[src/hdl/tenant_pkg.sv]
`default_nettype none

package tenant_pkg;

    localparam int num_tenants = 4;
    localparam int tenant_bits = 2;

    localparam int addr_bits = 32;
    localparam int data_bits = 64;
    localparam int tag_bits  = 16;

    // each arbiter queue is a power of two deep so its pointers wrap on their own
    localparam int queue_depth    = 4;
    localparam int queue_ptr_bits = $clog2(queue_depth);
    localparam int queue_cnt_bits = $clog2(queue_depth + 1);

    // bank swizzle exchanges two address fields of swz_width bits
    localparam int swz_lo_a  = 16;
    localparam int swz_lo_b  = 24;
    localparam int swz_width = 4;

    typedef logic [addr_bits-1:0]   line_addr_t;
    typedef logic [data_bits-1:0]   line_data_t;

    // after the audit the top tenant_bits bits of the tag carry the tenant number
    typedef logic [tag_bits-1:0]    req_tag_t;
    typedef logic [tenant_bits-1:0] tenant_id_t;

    typedef enum logic [1:0]
    {
        kind_read  = 2'd0,
        kind_write = 2'd1,
        kind_fence = 2'd2
    } req_kind_t;

endpackage

`default_nettype wire

[src/hdl/tenant_req_if.sv]
`timescale 1ns/1ps
`default_nettype none

// one audited request per cycle with valid high, the consumer has no way to stall it
interface tenant_req_if import tenant_pkg::*; ();

    logic       valid;
    req_kind_t  kind;
    line_addr_t addr;
    line_data_t data;
    req_tag_t   tag;

    modport producer
    (
        output valid, kind, addr, data, tag
    );

    modport consumer
    (
        input valid, kind, addr, data, tag
    );

endinterface

`default_nettype wire

[src/hdl/offset_table.sv]
`timescale 1ns/1ps
`default_nettype none

module offset_table import tenant_pkg::*;
(
    input  logic       clk,
    input  logic       arst_n,
    input  logic       cfg_valid,
    input  tenant_id_t cfg_tenant,
    input  line_addr_t cfg_offset,
    output line_addr_t offsets [num_tenants]
);

    logic [num_tenants-1:0] load;

    // decode the strobe into one load enable per tenant
    always_comb
    begin
        load = '0;
        if (cfg_valid)
        begin
            load[cfg_tenant] = 1'b1;
        end
    end

    // a request sampled on the same edge as a write still sees the old base
    for (genvar t = 0; t < num_tenants; t++)
    begin : g_base
        always_ff @(posedge clk or negedge arst_n)
        begin
            if (!arst_n)
            begin
                offsets[t] <= '0;
            end
            else if (load[t])
            begin
                offsets[t] <= cfg_offset;
            end
        end
    end

endmodule

`default_nettype wire

[src/hdl/tenant_tx_audit.sv]
`timescale 1ns/1ps
`default_nettype none

module tenant_tx_audit import tenant_pkg::*;
(
    input  logic                   clk,
    input  logic                   arst_n,
    input  logic [num_tenants-1:0] req_valid,
    input  req_kind_t              req_kind [num_tenants],
    input  line_addr_t             req_addr [num_tenants],
    input  line_data_t             req_data [num_tenants],
    input  req_tag_t               req_tag  [num_tenants],
    input  line_addr_t             offsets  [num_tenants],
    tenant_req_if.producer         audited  [num_tenants]
);

    for (genvar t = 0; t < num_tenants; t++)
    begin : g_tenant
        logic       s1_valid;
        req_kind_t  s1_kind;
        line_addr_t s1_addr;
        line_data_t s1_data;
        req_tag_t   s1_tag;
        line_addr_t s1_offset;

        logic       s2_valid;
        req_kind_t  s2_kind;
        line_addr_t s2_addr;
        line_data_t s2_data;
        req_tag_t   s2_tag;

        line_addr_t swz_addr;

        always_ff @(posedge clk or negedge arst_n)
        begin
            if (!arst_n)
            begin
                s1_valid <= 1'b0;
                s2_valid <= 1'b0;
            end
            else
            begin
                s1_valid <= req_valid[t];
                s2_valid <= s1_valid;
            end
        end

        // stage one captures the request along with the base it must use
        always_ff @(posedge clk)
        begin
            if (req_valid[t])
            begin
                s1_kind   <= req_kind[t];
                s1_addr   <= req_addr[t];
                s1_data   <= req_data[t];
                s1_tag    <= req_tag[t];
                s1_offset <= offsets[t];
            end
        end

        // fences carry no address, so they skip relocation entirely
        always_ff @(posedge clk)
        begin
            if (s1_valid)
            begin
                s2_kind <= s1_kind;
                s2_data <= s1_data;
                s2_addr <= (s1_kind == kind_fence) ? '0 : s1_addr + s1_offset;
                s2_tag  <= {tenant_id_t'(t), s1_tag[tag_bits-tenant_bits-1:0]};
            end
        end

        // exchange the two bank fields on the way out
        always_comb
        begin
            swz_addr = s2_addr;
            swz_addr[swz_lo_a +: swz_width] = s2_addr[swz_lo_b +: swz_width];
            swz_addr[swz_lo_b +: swz_width] = s2_addr[swz_lo_a +: swz_width];
        end

        assign audited[t].valid = s2_valid;
        assign audited[t].kind  = s2_kind;
        assign audited[t].addr  = swz_addr;
        assign audited[t].data  = s2_data;
        assign audited[t].tag   = s2_tag;
    end

endmodule

`default_nettype wire

[src/hdl/upstream_arbiter.sv]
`timescale 1ns/1ps
`default_nettype none

module upstream_arbiter import tenant_pkg::*;
(
    input  logic           clk,
    input  logic           arst_n,
    tenant_req_if.consumer audited [num_tenants],
    output logic           up_valid,
    output req_kind_t      up_kind,
    output line_addr_t     up_addr,
    output line_data_t     up_data,
    output req_tag_t       up_tag,
    output logic           overflow
);

    logic [num_tenants-1:0] not_empty;
    logic [num_tenants-1:0] drop;

    req_kind_t  head_kind [num_tenants];
    line_addr_t head_addr [num_tenants];
    line_data_t head_data [num_tenants];
    req_tag_t   head_tag  [num_tenants];

    tenant_id_t rr_last;
    logic       grant_valid;
    tenant_id_t grant_id;

    for (genvar t = 0; t < num_tenants; t++)
    begin : g_queue
        req_kind_t  mem_kind [queue_depth];
        line_addr_t mem_addr [queue_depth];
        line_data_t mem_data [queue_depth];
        req_tag_t   mem_tag  [queue_depth];

        logic [queue_ptr_bits-1:0] wr_ptr;
        logic [queue_ptr_bits-1:0] rd_ptr;
        logic [queue_cnt_bits-1:0] count;
        logic                      full;
        logic                      push;
        logic                      pop;

        // nothing upstream can stall us, so a request into a full queue is lost
        assign full         = (count == queue_cnt_bits'(queue_depth));
        assign push         = audited[t].valid && !full;
        assign drop[t]      = audited[t].valid && full;
        assign pop          = grant_valid && (grant_id == tenant_id_t'(t));
        assign not_empty[t] = (count != '0);

        always_ff @(posedge clk or negedge arst_n)
        begin
            if (!arst_n)
            begin
                wr_ptr <= '0;
                rd_ptr <= '0;
                count  <= '0;
            end
            else
            begin
                if (push)
                begin
                    wr_ptr <= wr_ptr + 1'b1;
                end
                if (pop)
                begin
                    rd_ptr <= rd_ptr + 1'b1;
                end
                count <= count + queue_cnt_bits'(push) - queue_cnt_bits'(pop);
            end
        end

        always_ff @(posedge clk)
        begin
            if (push)
            begin
                mem_kind[wr_ptr] <= audited[t].kind;
                mem_addr[wr_ptr] <= audited[t].addr;
                mem_data[wr_ptr] <= audited[t].data;
                mem_tag[wr_ptr]  <= audited[t].tag;
            end
        end

        assign head_kind[t] = mem_kind[rd_ptr];
        assign head_addr[t] = mem_addr[rd_ptr];
        assign head_data[t] = mem_data[rd_ptr];
        assign head_tag[t]  = mem_tag[rd_ptr];
    end

    // search starts just after the last winner, so it is considered last
    always_comb
    begin
        tenant_id_t cand;
        grant_valid = 1'b0;
        grant_id    = rr_last;
        for (int i = 1; i <= num_tenants; i++)
        begin
            cand = tenant_id_t'((int'(rr_last) + i) % num_tenants);
            if (!grant_valid && not_empty[cand])
            begin
                grant_valid = 1'b1;
                grant_id    = cand;
            end
        end
    end

    always_ff @(posedge clk or negedge arst_n)
    begin
        if (!arst_n)
        begin
            up_valid <= 1'b0;
            rr_last  <= '0;
            overflow <= 1'b0;
        end
        else
        begin
            up_valid <= grant_valid;
            if (grant_valid)
            begin
                rr_last <= grant_id;
            end
            if (|drop)
            begin
                overflow <= 1'b1;
            end
        end
    end

    always_ff @(posedge clk)
    begin
        if (grant_valid)
        begin
            up_kind <= head_kind[grant_id];
            up_addr <= head_addr[grant_id];
            up_data <= head_data[grant_id];
            up_tag  <= head_tag[grant_id];
        end
    end

endmodule

`default_nettype wire

[src/hdl/rsp_router.sv]
`timescale 1ns/1ps
`default_nettype none

module rsp_router import tenant_pkg::*;
(
    input  logic                   clk,
    input  logic                   arst_n,
    input  logic                   rsp_valid,
    input  req_tag_t               rsp_tag,
    input  line_data_t             rsp_data,
    output logic [num_tenants-1:0] ten_rsp_valid,
    output req_tag_t               ten_rsp_tag,
    output line_data_t             ten_rsp_data
);

    tenant_id_t             owner;
    logic [num_tenants-1:0] owner_hot;

    // the audit stamped the owner into the top of the tag
    assign owner = rsp_tag[tag_bits-1 -: tenant_bits];

    always_comb
    begin
        owner_hot = '0;
        if (rsp_valid)
        begin
            owner_hot[owner] = 1'b1;
        end
    end

    always_ff @(posedge clk or negedge arst_n)
    begin
        if (!arst_n)
        begin
            ten_rsp_valid <= '0;
        end
        else
        begin
            ten_rsp_valid <= owner_hot;
        end
    end

    // tenants get back the tag they issued, without the owner field
    always_ff @(posedge clk)
    begin
        if (rsp_valid)
        begin
            ten_rsp_tag  <= {{tenant_bits{1'b0}}, rsp_tag[tag_bits-tenant_bits-1:0]};
            ten_rsp_data <= rsp_data;
        end
    end

endmodule

`default_nettype wire

[src/hdl/tenant_shell.sv]
`timescale 1ns/1ps
`default_nettype none

module tenant_shell import tenant_pkg::*;
(
    input  logic                   clk,
    input  logic                   arst_n,

    input  logic                   cfg_valid,
    input  tenant_id_t             cfg_tenant,
    input  line_addr_t             cfg_offset,

    input  logic [num_tenants-1:0] req_valid,
    input  req_kind_t              req_kind [num_tenants],
    input  line_addr_t             req_addr [num_tenants],
    input  line_data_t             req_data [num_tenants],
    input  req_tag_t               req_tag  [num_tenants],

    output logic                   up_valid,
    output req_kind_t              up_kind,
    output line_addr_t             up_addr,
    output line_data_t             up_data,
    output req_tag_t               up_tag,
    output logic                   overflow,

    input  logic                   rsp_valid,
    input  req_tag_t               rsp_tag,
    input  line_data_t             rsp_data,
    output logic [num_tenants-1:0] ten_rsp_valid,
    output req_tag_t               ten_rsp_tag,
    output line_data_t             ten_rsp_data
);

    line_addr_t offsets [num_tenants];

    tenant_req_if audited [num_tenants] ();

    offset_table u_offset_table
    (
        .clk        (clk),
        .arst_n     (arst_n),
        .cfg_valid  (cfg_valid),
        .cfg_tenant (cfg_tenant),
        .cfg_offset (cfg_offset),
        .offsets    (offsets)
    );

    tenant_tx_audit u_tx_audit
    (
        .clk       (clk),
        .arst_n    (arst_n),
        .req_valid (req_valid),
        .req_kind  (req_kind),
        .req_addr  (req_addr),
        .req_data  (req_data),
        .req_tag   (req_tag),
        .offsets   (offsets),
        .audited   (audited)
    );

    upstream_arbiter u_arbiter
    (
        .clk      (clk),
        .arst_n   (arst_n),
        .audited  (audited),
        .up_valid (up_valid),
        .up_kind  (up_kind),
        .up_addr  (up_addr),
        .up_data  (up_data),
        .up_tag   (up_tag),
        .overflow (overflow)
    );

    rsp_router u_rsp_router
    (
        .clk           (clk),
        .arst_n        (arst_n),
        .rsp_valid     (rsp_valid),
        .rsp_tag       (rsp_tag),
        .rsp_data      (rsp_data),
        .ten_rsp_valid (ten_rsp_valid),
        .ten_rsp_tag   (ten_rsp_tag),
        .ten_rsp_data  (ten_rsp_data)
    );

endmodule

`default_nettype wire

[config.mk]
export PLATFORM = sky130hd
export DESIGN_NAME = tenant_shell
export DESIGN_NICKNAME = d
export VERILOG_FILES = /design/src/hdl/tenant_pkg.sv /design/src/hdl/tenant_req_if.sv /design/src/hdl/offset_table.sv /design/src/hdl/tenant_tx_audit.sv /design/src/hdl/upstream_arbiter.sv /design/src/hdl/rsp_router.sv /design/src/hdl/tenant_shell.sv
export SDC_FILE = /design/constraint.sdc
export NUM_CORES = 2
export LEC_CHECK = 0
export BUFFER_PORTS_ARGS = -buffer_cell sky130_fd_sc_hd__buf_2
export CORE_ASPECT_RATIO = 1.1
export CORE_MARGIN = 2
export CORE_UTILIZATION = 60
export CTS_BUF_LIST = sky130_fd_sc_hd__clkbuf_4
export CTS_CLUSTER_DIAMETER = 100
export CTS_CLUSTER_SIZE = 14
export DETAILED_ROUTE_END_ITERATION = 10
export GPL_TIMING_DRIVEN = 0
export PLACE_DENSITY = 0.78
export SYNTH_ARGS = -nofsm -noshare
export SYNTH_HDL_FRONTEND = slang
export SYNTH_SLANG_ARGS = --single-unit
[constraint.sdc]
create_clock -name clk -period 8.6 [get_ports clk]
set_clock_uncertainty 0.15 [all_clocks]
set_input_delay 1.72 -clock clk [delete_from_list [all_inputs] [get_ports clk]]
set_output_delay 1.72 -clock clk [all_outputs]
set_load 0.02 [all_outputs]
### Yosys cells after proc, flatten, opt, wreduce, memory -nomap -nowiden

Memories as Yosys holds them, arrays and structs flattened.
Cells that the tools add are included.

| word-level totals | value |
|---|---|
| logic and storage cells | 203 |
| memories kept | 16 |
| input bits | 578 |
| RAM bits | 1792 |
| output and inout bits | 200 |
| register bits | 1388 |

| operators by class | value |
|---|---|
| $lt $le $gt $ge | 9 |
| reductions and logical operators | 30 |
| bitwise logic cells | 1 |
| mux-type cells | 42 |
| eq/ne operators | 11 |
| $add $sub $neg | 24 |

Memory list:

| name | words | bits a word | rd ports | clocked after memory_dff | wr ports | RTL line | RTL |
|---|---|---|---|---|---|---|---|
| u_arbiter.g_queue[0].mem_data | 4 | 64 | 1 | 0 | 1 | upstream_arbiter.sv:33 | `line_data_t mem_data [queue_depth];` |
| u_arbiter.g_queue[1].mem_data | 4 | 64 | 1 | 0 | 1 | upstream_arbiter.sv:33 |  |
| u_arbiter.g_queue[2].mem_data | 4 | 64 | 1 | 0 | 1 | upstream_arbiter.sv:33 |  |
| u_arbiter.g_queue[3].mem_data | 4 | 64 | 1 | 0 | 1 | upstream_arbiter.sv:33 |  |
| u_arbiter.g_queue[0].mem_addr | 4 | 32 | 1 | 0 | 1 | upstream_arbiter.sv:32 | `line_addr_t mem_addr [queue_depth];` |
| u_arbiter.g_queue[1].mem_addr | 4 | 32 | 1 | 0 | 1 | upstream_arbiter.sv:32 |  |
| +10 memories | - | - | - | - | - | - |  |

Operators with widths:

| cell | count |
|---|---|
| $add A32 B32 Y32 | 4 |
| $bmux W64 S2 | 1 |
| $mux W64 | 2 |
| $bmux W32 S2 | 1 |
| $mux W32 | 2 |
| $bmux W16 S2 | 1 |
| $mux W16 | 2 |
| $add A2 B1 Y2 const B | 10 |
| $lt A2 B3 Y1 const B | 6 |
| $mux W1 | 18 |
| $logic_and A1 B1 Y1 | 17 |
| $add A3 B1 Y3 | 4 |
| $eq A2 B2 Y1 const B | 6 |
| $eq A3 B3 Y1 const B | 4 |
| $mux W2 | 6 |
| $reduce_bool A3 Y1 | 4 |
| $sub A3 B1 Y3 | 4 |
| $bmux W1 S2 | 4 |
| $mux W4 | 2 |
| $logic_not A1 Y1 | 7 |
| $add A2 B2 Y2 const B | 2 |
| $bmux W2 S2 | 1 |
| $demux W1 S2 | 2 |
| $ge A2 B1 Y1 const B | 2 |
| 5 further kinds | 5 |

### Logic depth before layout (Yosys ltp)

| logic depth | value |
|---|---|
| depth after elaboration | 17 |
| gate-level depth with buffers | 15 |
| gate-level depth less buffers | 14 |

### Modules after synthesis

Synthesis repeated with hierarchy kept, for this count alone.

| unflattened totals | value |
|---|---|
| cell total of the unflattened synthesis | 5853 |
| area, all modules | 120192.8 um^2 |

Modules (own cells, without submodules):

| module | cells each | area each (um^2) | instances | sequential area each (um^2) |
|---|---|---|---|---|
| upstream_arbiter | 3350 | 74534.0 | 1 | 58996.6 |
| tenant_tx_audit | 2142 | 38415.6 | 1 | 30949.7 |
| offset_table | 272 | 4744.6 | 1 | 3203.1 |
| rsp_router | 89 | 2498.6 | 1 | 2442.3 |

### Least setup slack after synthesis

OpenSTA, ideal clock, no wires.

| path | value |
|---|---|
| kind | register -> register |
| start | reg u_arbiter.g_queue[0].count[1] |
| end | reg u_arbiter.g_queue[3].count[2] |
| slack | 3.837 ns |
| clock period less this slack | 4.763 ns |
| setup time | 0.126 ns |
| buffers on the path | 0 |
| stages on the path, launching flop included | 13 |
| data required time | 8.324 ns |
| data arrival time | 4.487 ns |
| cells stage by stage | dfrtp_1 > nor3_1 > nand2_1 > nor2_1 > inv_1 > and3_1 > ha_1 > inv_1 > ha_1 > inv_1 > fa_1 > xnor2_1 > xnor2_1 |

| between the ends | value |
|---|---|
| elaborated cells between the ends (all ways) | 26 |
| classes of those cells | 1 x add/sub; 1 x eq/ne; 16 x mux; 8 x reduce/logical |

RTL lines:

| what | RTL line | RTL |
|---|---|---|
| start: declaration | upstream_arbiter.sv:38 | `logic [queue_cnt_bits-1:0] count;` |
| start signal: assignment | upstream_arbiter.sv:68 | `count <= count + queue_cnt_bits'(push) - queue_cnt_bits'(pop);` |
| $reduce_bool A3 Y1 * | upstream_arbiter.sv:48 | `assign not_empty[t] = (count != '0);` |
| $bmux W1 S2 | upstream_arbiter.sv:98 | `if (!grant_valid && not_empty[cand])` |
| $mux W1 (implied by the code) | upstream_arbiter.sv:98 |  |
| $mux W1 | upstream_arbiter.sv:98 |  |
| $logic_not A1 Y1 | upstream_arbiter.sv:98 |  |
| $logic_and A1 B1 Y1 | upstream_arbiter.sv:98 |  |
| $mux W1 | upstream_arbiter.sv:98 |  |
| $logic_not A1 Y1 | upstream_arbiter.sv:98 |  |
| $logic_and A1 B1 Y1 | upstream_arbiter.sv:98 |  |
| $mux W1 | upstream_arbiter.sv:98 |  |
| $logic_not A1 Y1 | upstream_arbiter.sv:98 |  |
| $logic_and A1 B1 Y1 | upstream_arbiter.sv:98 |  |
| $mux W1 * | upstream_arbiter.sv:98 |  |
| via u_arbiter.grant_valid | upstream_arbiter.sv:26 | `logic grant_valid;` |
| $logic_and A1 B1 Y1 * | upstream_arbiter.sv:47 | `assign pop = grant_valid && (grant_id == tenant_id_t'(t));` |
| via u_arbiter.g_queue[3].pop | upstream_arbiter.sv:41 | `logic pop;` |
| $sub A3 B1 Y3 * | upstream_arbiter.sv:68 |  |
| end signal: assignment | upstream_arbiter.sv:68 |  |
| end: declaration | upstream_arbiter.sv:38 |  |

Mark *: on every way through the listed nets, which the timed path passes. The rest lies on a longest branch. The select of a mux whose other input is x is not followed.
A chain may end at the register's enable or synchronous reset.

### Worst setup path after layout

| path | value |
|---|---|
| start | reg u_arbiter.g_queue[0].count[1] |
| end | reg u_arbiter.up_data[56] (data pin) |

| between the ends | value |
|---|---|
| word-level cells in the longest chain between the ends | 17 |
| elaborated cells between the ends (all ways) | 26 |
| classes of those cells | 18 x mux; 1 x bitwise; 7 x reduce/logical |

RTL lines:

| what | RTL line | RTL |
|---|---|---|
| $reduce_bool A3 Y1 * | upstream_arbiter.sv:48 |  |
| $bmux W1 S2 | upstream_arbiter.sv:98 |  |
| $mux W1 (implied by the code) | upstream_arbiter.sv:98 |  |
| $mux W1 | upstream_arbiter.sv:98 |  |
| $logic_not A1 Y1 | upstream_arbiter.sv:98 |  |
| $logic_and A1 B1 Y1 | upstream_arbiter.sv:98 |  |
| $mux W1 | upstream_arbiter.sv:98 |  |
| $logic_not A1 Y1 | upstream_arbiter.sv:98 |  |
| $logic_and A1 B1 Y1 | upstream_arbiter.sv:98 |  |
| $mux W1 | upstream_arbiter.sv:98 |  |
| $logic_not A1 Y1 | upstream_arbiter.sv:98 |  |
| $logic_and A1 B1 Y1 | upstream_arbiter.sv:98 |  |
| $mux W2 * | upstream_arbiter.sv:98 |  |
| $not A2 Y3 (implied by the code) * | upstream_arbiter.sv:134 | `up_data <= head_data[grant_id];` |
| $bmux W64 S2 * | upstream_arbiter.sv:134 |  |
| $mux W64 (implied by the code) * (2 in series) | upstream_arbiter.sv:134 |  |
| end signal: assignment | upstream_arbiter.sv:134 |  |
| end: declaration | upstream_arbiter.sv:12 | `output line_data_t up_data,` |

Mark *: on every way between the ends. The rest lies on a longest branch, timed or not. The select of a mux whose other input is x is not followed.

==> qor.txt <==
=======================================================================================
Run status                                                                 complete, no violations
Count of non-filler cells in the finished layout                                   9524
Cell total after placement                                                         9085
Core area                                                                   195000 um^2
Clock sink total                                                                   3180
Final antenna-violating net count                                                     0
MaxCap Viol Count                                                                     0
Detailed placement HPWL                                                       205000 um
Distinct cell type count of the synthesized netlist                                  82
TritonCTS clock tree                                                               done
Number of global-route vias before repair                                         58100
Die width                                                                        427 um
Final critical delay including setup and external delays                        4.61 ns
Die Y-Extent                                                                     469 um
Number of warning messages in the yosys log                                           0
Post-route DRC violation count                                                        0
Wire per inst                                                                   30.5 um
Post-route fraction of the period consumed by the critical path                   53.6%
H-tree depth                                                                          5
Setup repair after global routing missed its margin                                  no
Min-delay worst type                                                       flop to flop
Standard-cell rows                                                                  170
Number of instances in the synthesized netlist                                     5689
Peak supply drop                                                               0.207 mV
Count of instances resized after the clock tree is built                              0
Maximum clock frequency                                                         217 MHz
Post-Synthesis Mean Instance Area                                             20.8 um^2
Worst-skew pair later-pin latency                                               1.47 ns
Leading cell type in the layout, fill and taps excluded                        edfxtp_1
Minimum hold slack                                                             0.242 ns
Top_reg_cell synth                                                             edfxtp_1
Synth Register Bits                                                                3180
Overall global routing resource usage                                             28.9%
Path type of the worst setup path                                          flop to flop
Number of enable flip-flop cells after synthesis                                   3008
# nets final                                                                       7519
Top library cells by usage in the layout, fill and taps aside              edfxtp_1 (3008), buf_2 (776), mux4_2 (448), clkbuf_4 (388), nand2_1 (309)
Via-to-Cell Ratio                                                                  6.21
Total of buffers placed on input and output ports                                   767
CTS Buf Count                                                                       277
Static leakage power                                                            44.5 nW
Router iterations before antenna repair                                               8
Netlist area before placement                                               118000 um^2
Antenna violations before repair                                                     51
Clock-pin slew of the registers on the worst-case setup and hold paths          0.14 ns
Fraction of final layout cells with drive strength greater than 1                 26.9%
Slew Limit Headroom                                                               4.06%
Largest net degree at the start of global routing                                   114
Vias after detailed routing                                                       59200
Number of violations reported at the end of detailed-routing iteration 0           7406
Critical Path Sink Type                                                            flop
Final Power                                                                     41.6 mW
Clock Tree Root                                                                clkbuf_4
Global route total overflow                                                           0
Critical path data arrival time                                                 5.58 ns
Global-route wire length before repair                                        404000 um
Initial Utilization                                                               60.5%
Wire length after detailed routing                                            290000 um
Required time at the endpoint of the critical path                              9.57 ns
Final Hold Vio Count                                                                  0
Final setup violation count                                                           0
Count of final max-slew check failures                                                0
Top fanout value on the critical path                                                10
Ratio of total power to cell area                                           321 nW/um^2
Transition at the pin with the smallest max-transition slack                    1.43 ns
Final GP Congestion                                                               0.939
Max clock buf depth                                                                   4
Area growth from synthesis to final layout                                        9.77%
Boundary pin count                                                                  778
DIE AREA                                                                    200000 um^2
Element type at the critical path start                                            flop
Sequential-to-total area share from yosys stat                                    80.1%
Final setup TNS                                                                    0 ns
Fraction of registers with async set or reset after synthesis                     5.41%
=======================================================================================
## routing by layer
| metal | global-route usage (%) | part of all wire, % | vias to the layer above | routed length (um) |
|---|---|---|---|---|
| met5 | 0 | 0.12 | - | 345 |
| met4 | 15.1 | 6.0 | 32 | 17300 |
| met3 | 5.41 | 9.8 | 556 | 28500 |
| met2 | 45.9 | 49 | 3411 | 141000 |
| met1 | 38.5 | 36 | 29900 | 103000 |
| li1 | - | - | 25200 | - |
## where the power goes
part / internal (mW) / total, mW / leakage, nW / switching [mW]
sequential: 20.5 / 21.8 / 30.5 / 1.26
clock: 2.08 / 6.54 / 1.83 / 4.45
combinational: 4.70 / 13.3 / 12.2 / 8.64
## worst max-delay path: stages (launching register included)
cell and delay (ns):
dfrtp_1 0.47, nor3_1 0.41, nand2_1 0.13, o21ai_0 0.14, nand2_1 0.15, o211ai_1 0.21
clkbuf_1 0.79, clkbuf_1 0.91, clkbuf_1 0.61, a31oi_1 0.31
## flip-flops by register name, summed over array words and instances (netlist names), 12 cells and up
name and count:
u_offset_table.offsets 128, u_tx_audit.g_tenant.s1_data 256, u_tx_audit.g_tenant.s1_offset 128, u_rsp_router.ten_rsp_data 64
u_arbiter.g_queue.mem_addr 512, u_arbiter.up_data 64, u_arbiter.g_queue.mem_tag 224, u_arbiter.g_queue.mem_data 1024
u_arbiter.up_tag 16, u_arbiter.up_addr 32, u_rsp_router.ten_rsp_tag 14, u_tx_audit.g_tenant.s2_addr 128
u_tx_audit.g_tenant.s1_addr 128, u_tx_audit.audited.tag 56, u_tx_audit.audited.data 256, u_arbiter.g_queue.count 12
u_tx_audit.g_tenant.s1_tag 56, u_arbiter.g_queue.mem_kind 32
## final cells by class
type	count	area [um^2]
Sequential cell	3180	94600
Fill cell	12500	65600
Multi-Input combinational cell	2237	22500
Timing Repair Buffer	816	5160
Tap cell	2580	3230
Clock buffer	388	2910
Buffer	215	835
Inverter	58	223
Antenna cell	43	108
Clock inverter	7	57.6
## worst paths after layout
check                           cells past startpoint  slack (ns)                                    to                     startpoint
max in group asynchronous                           3        6.55            u_offset_table.offsets[28]                         arst_n
min in group asynchronous                           2        0.64            u_offset_table.offsets[33]                         arst_n
worst max-delay path                                9        3.99                 u_arbiter.up_data[56]  u_arbiter.g_queue[0].count[1]
worst min register to register                      0        0.24  u_tx_audit.g_tenant[0].s1_offset[13]    u_offset_table.offsets[109]
worst max register to register                      9        3.99                 u_arbiter.up_data[56]  u_arbiter.g_queue[0].count[1]
worst min-delay path                                0        0.24  u_tx_audit.g_tenant[0].s1_offset[13]    u_offset_table.offsets[109]
## repair_timing
action,in CTS,in global routing
endpoints found under the hold margin,19,0
buffers inserted,0,0
setup endpoints to repair,0,0
hold buffers,1,0
## synthesized netlist by cell type, types with 6 or more instances
| cell type | instances | area (um^2) |
|---|---|---|
| mux2i_1 | 9 | 90.1 |
| fa_1 | 8 | 160 |
| nor3_1 | 55 | 275 |
| nand3b_1 | 6 | 45.0 |
| inv_1 | 58 | 218 |
| and3_1 | 22 | 138 |
| nand4_1 | 10 | 62.6 |
| or3_1 | 10 | 62.6 |
| nand3_1 | 30 | 150 |
| a31oi_1 | 122 | 763 |
| nor2b_1 | 23 | 144 |
| a21oi_1 | 90 | 450 |
| and2_0 | 6 | 37.5 |
| clkbuf_1 | 180 | 676 |
| nor4_1 | 10 | 62.6 |
| a211oi_1 | 135 | 1010 |
| xor2_1 | 36 | 315 |
| o211ai_1 | 14 | 105 |
| xnor2_1 | 57 | 499 |
| nor4b_1 | 6 | 52.6 |
| edfxtp_1 | 3008 | 90300 |
| a21o_1 | 61 | 458 |
| and2_1 | 133 | 832 |
| o21a_1 | 18 | 135 |
| nand2b_1 | 23 | 144 |
| nor3b_1 | 12 | 90.1 |
| o21ai_0 | 70 | 350 |
| mux4_2 | 448 | 10100 |
| buf_1 | 17 | 63.8 |
| ha_1 | 148 | 1850 |
| dfrtp_1 | 172 | 4300 |
| o31a_1 | 6 | 52.6 |
| o21bai_1 | 10 | 75.1 |
| nor2_1 | 131 | 492 |
| buf_2 | 15 | 75.1 |
| mux2_2 | 130 | 1460 |
| nand2_1 | 309 | 1160 |
## per-stage QoR
step           setup WS (ns)  cell area [um^2]  utilization (%)
6_report                3.99            130000             66.4
4_1_cts                 4.01            130000             66.3
2_1_floorplan           3.84            118000                -
3_5_place_dp            3.95            127000             64.8
3_3_place_gp            1.88            125000             64.1
5_1_grt                 3.94            130000             66.4
## logic make-up after synthesis
kind of cell             count (synthesis)  share of synthesized area [%]
flip-flops                            3180                           80.1
AND/OR/NAND/NOR                        804                           3.29
AO/OA/AOI/OAI                          595                           3.43
multiplexers                           587                           9.86
buffers and inverters                  273                          0.891
adder cells (fa/ha/maj)                156                           1.70
XOR/XNOR                                93                          0.690
other                                    1                        0.00318
(Power assumes the default switching activity.)
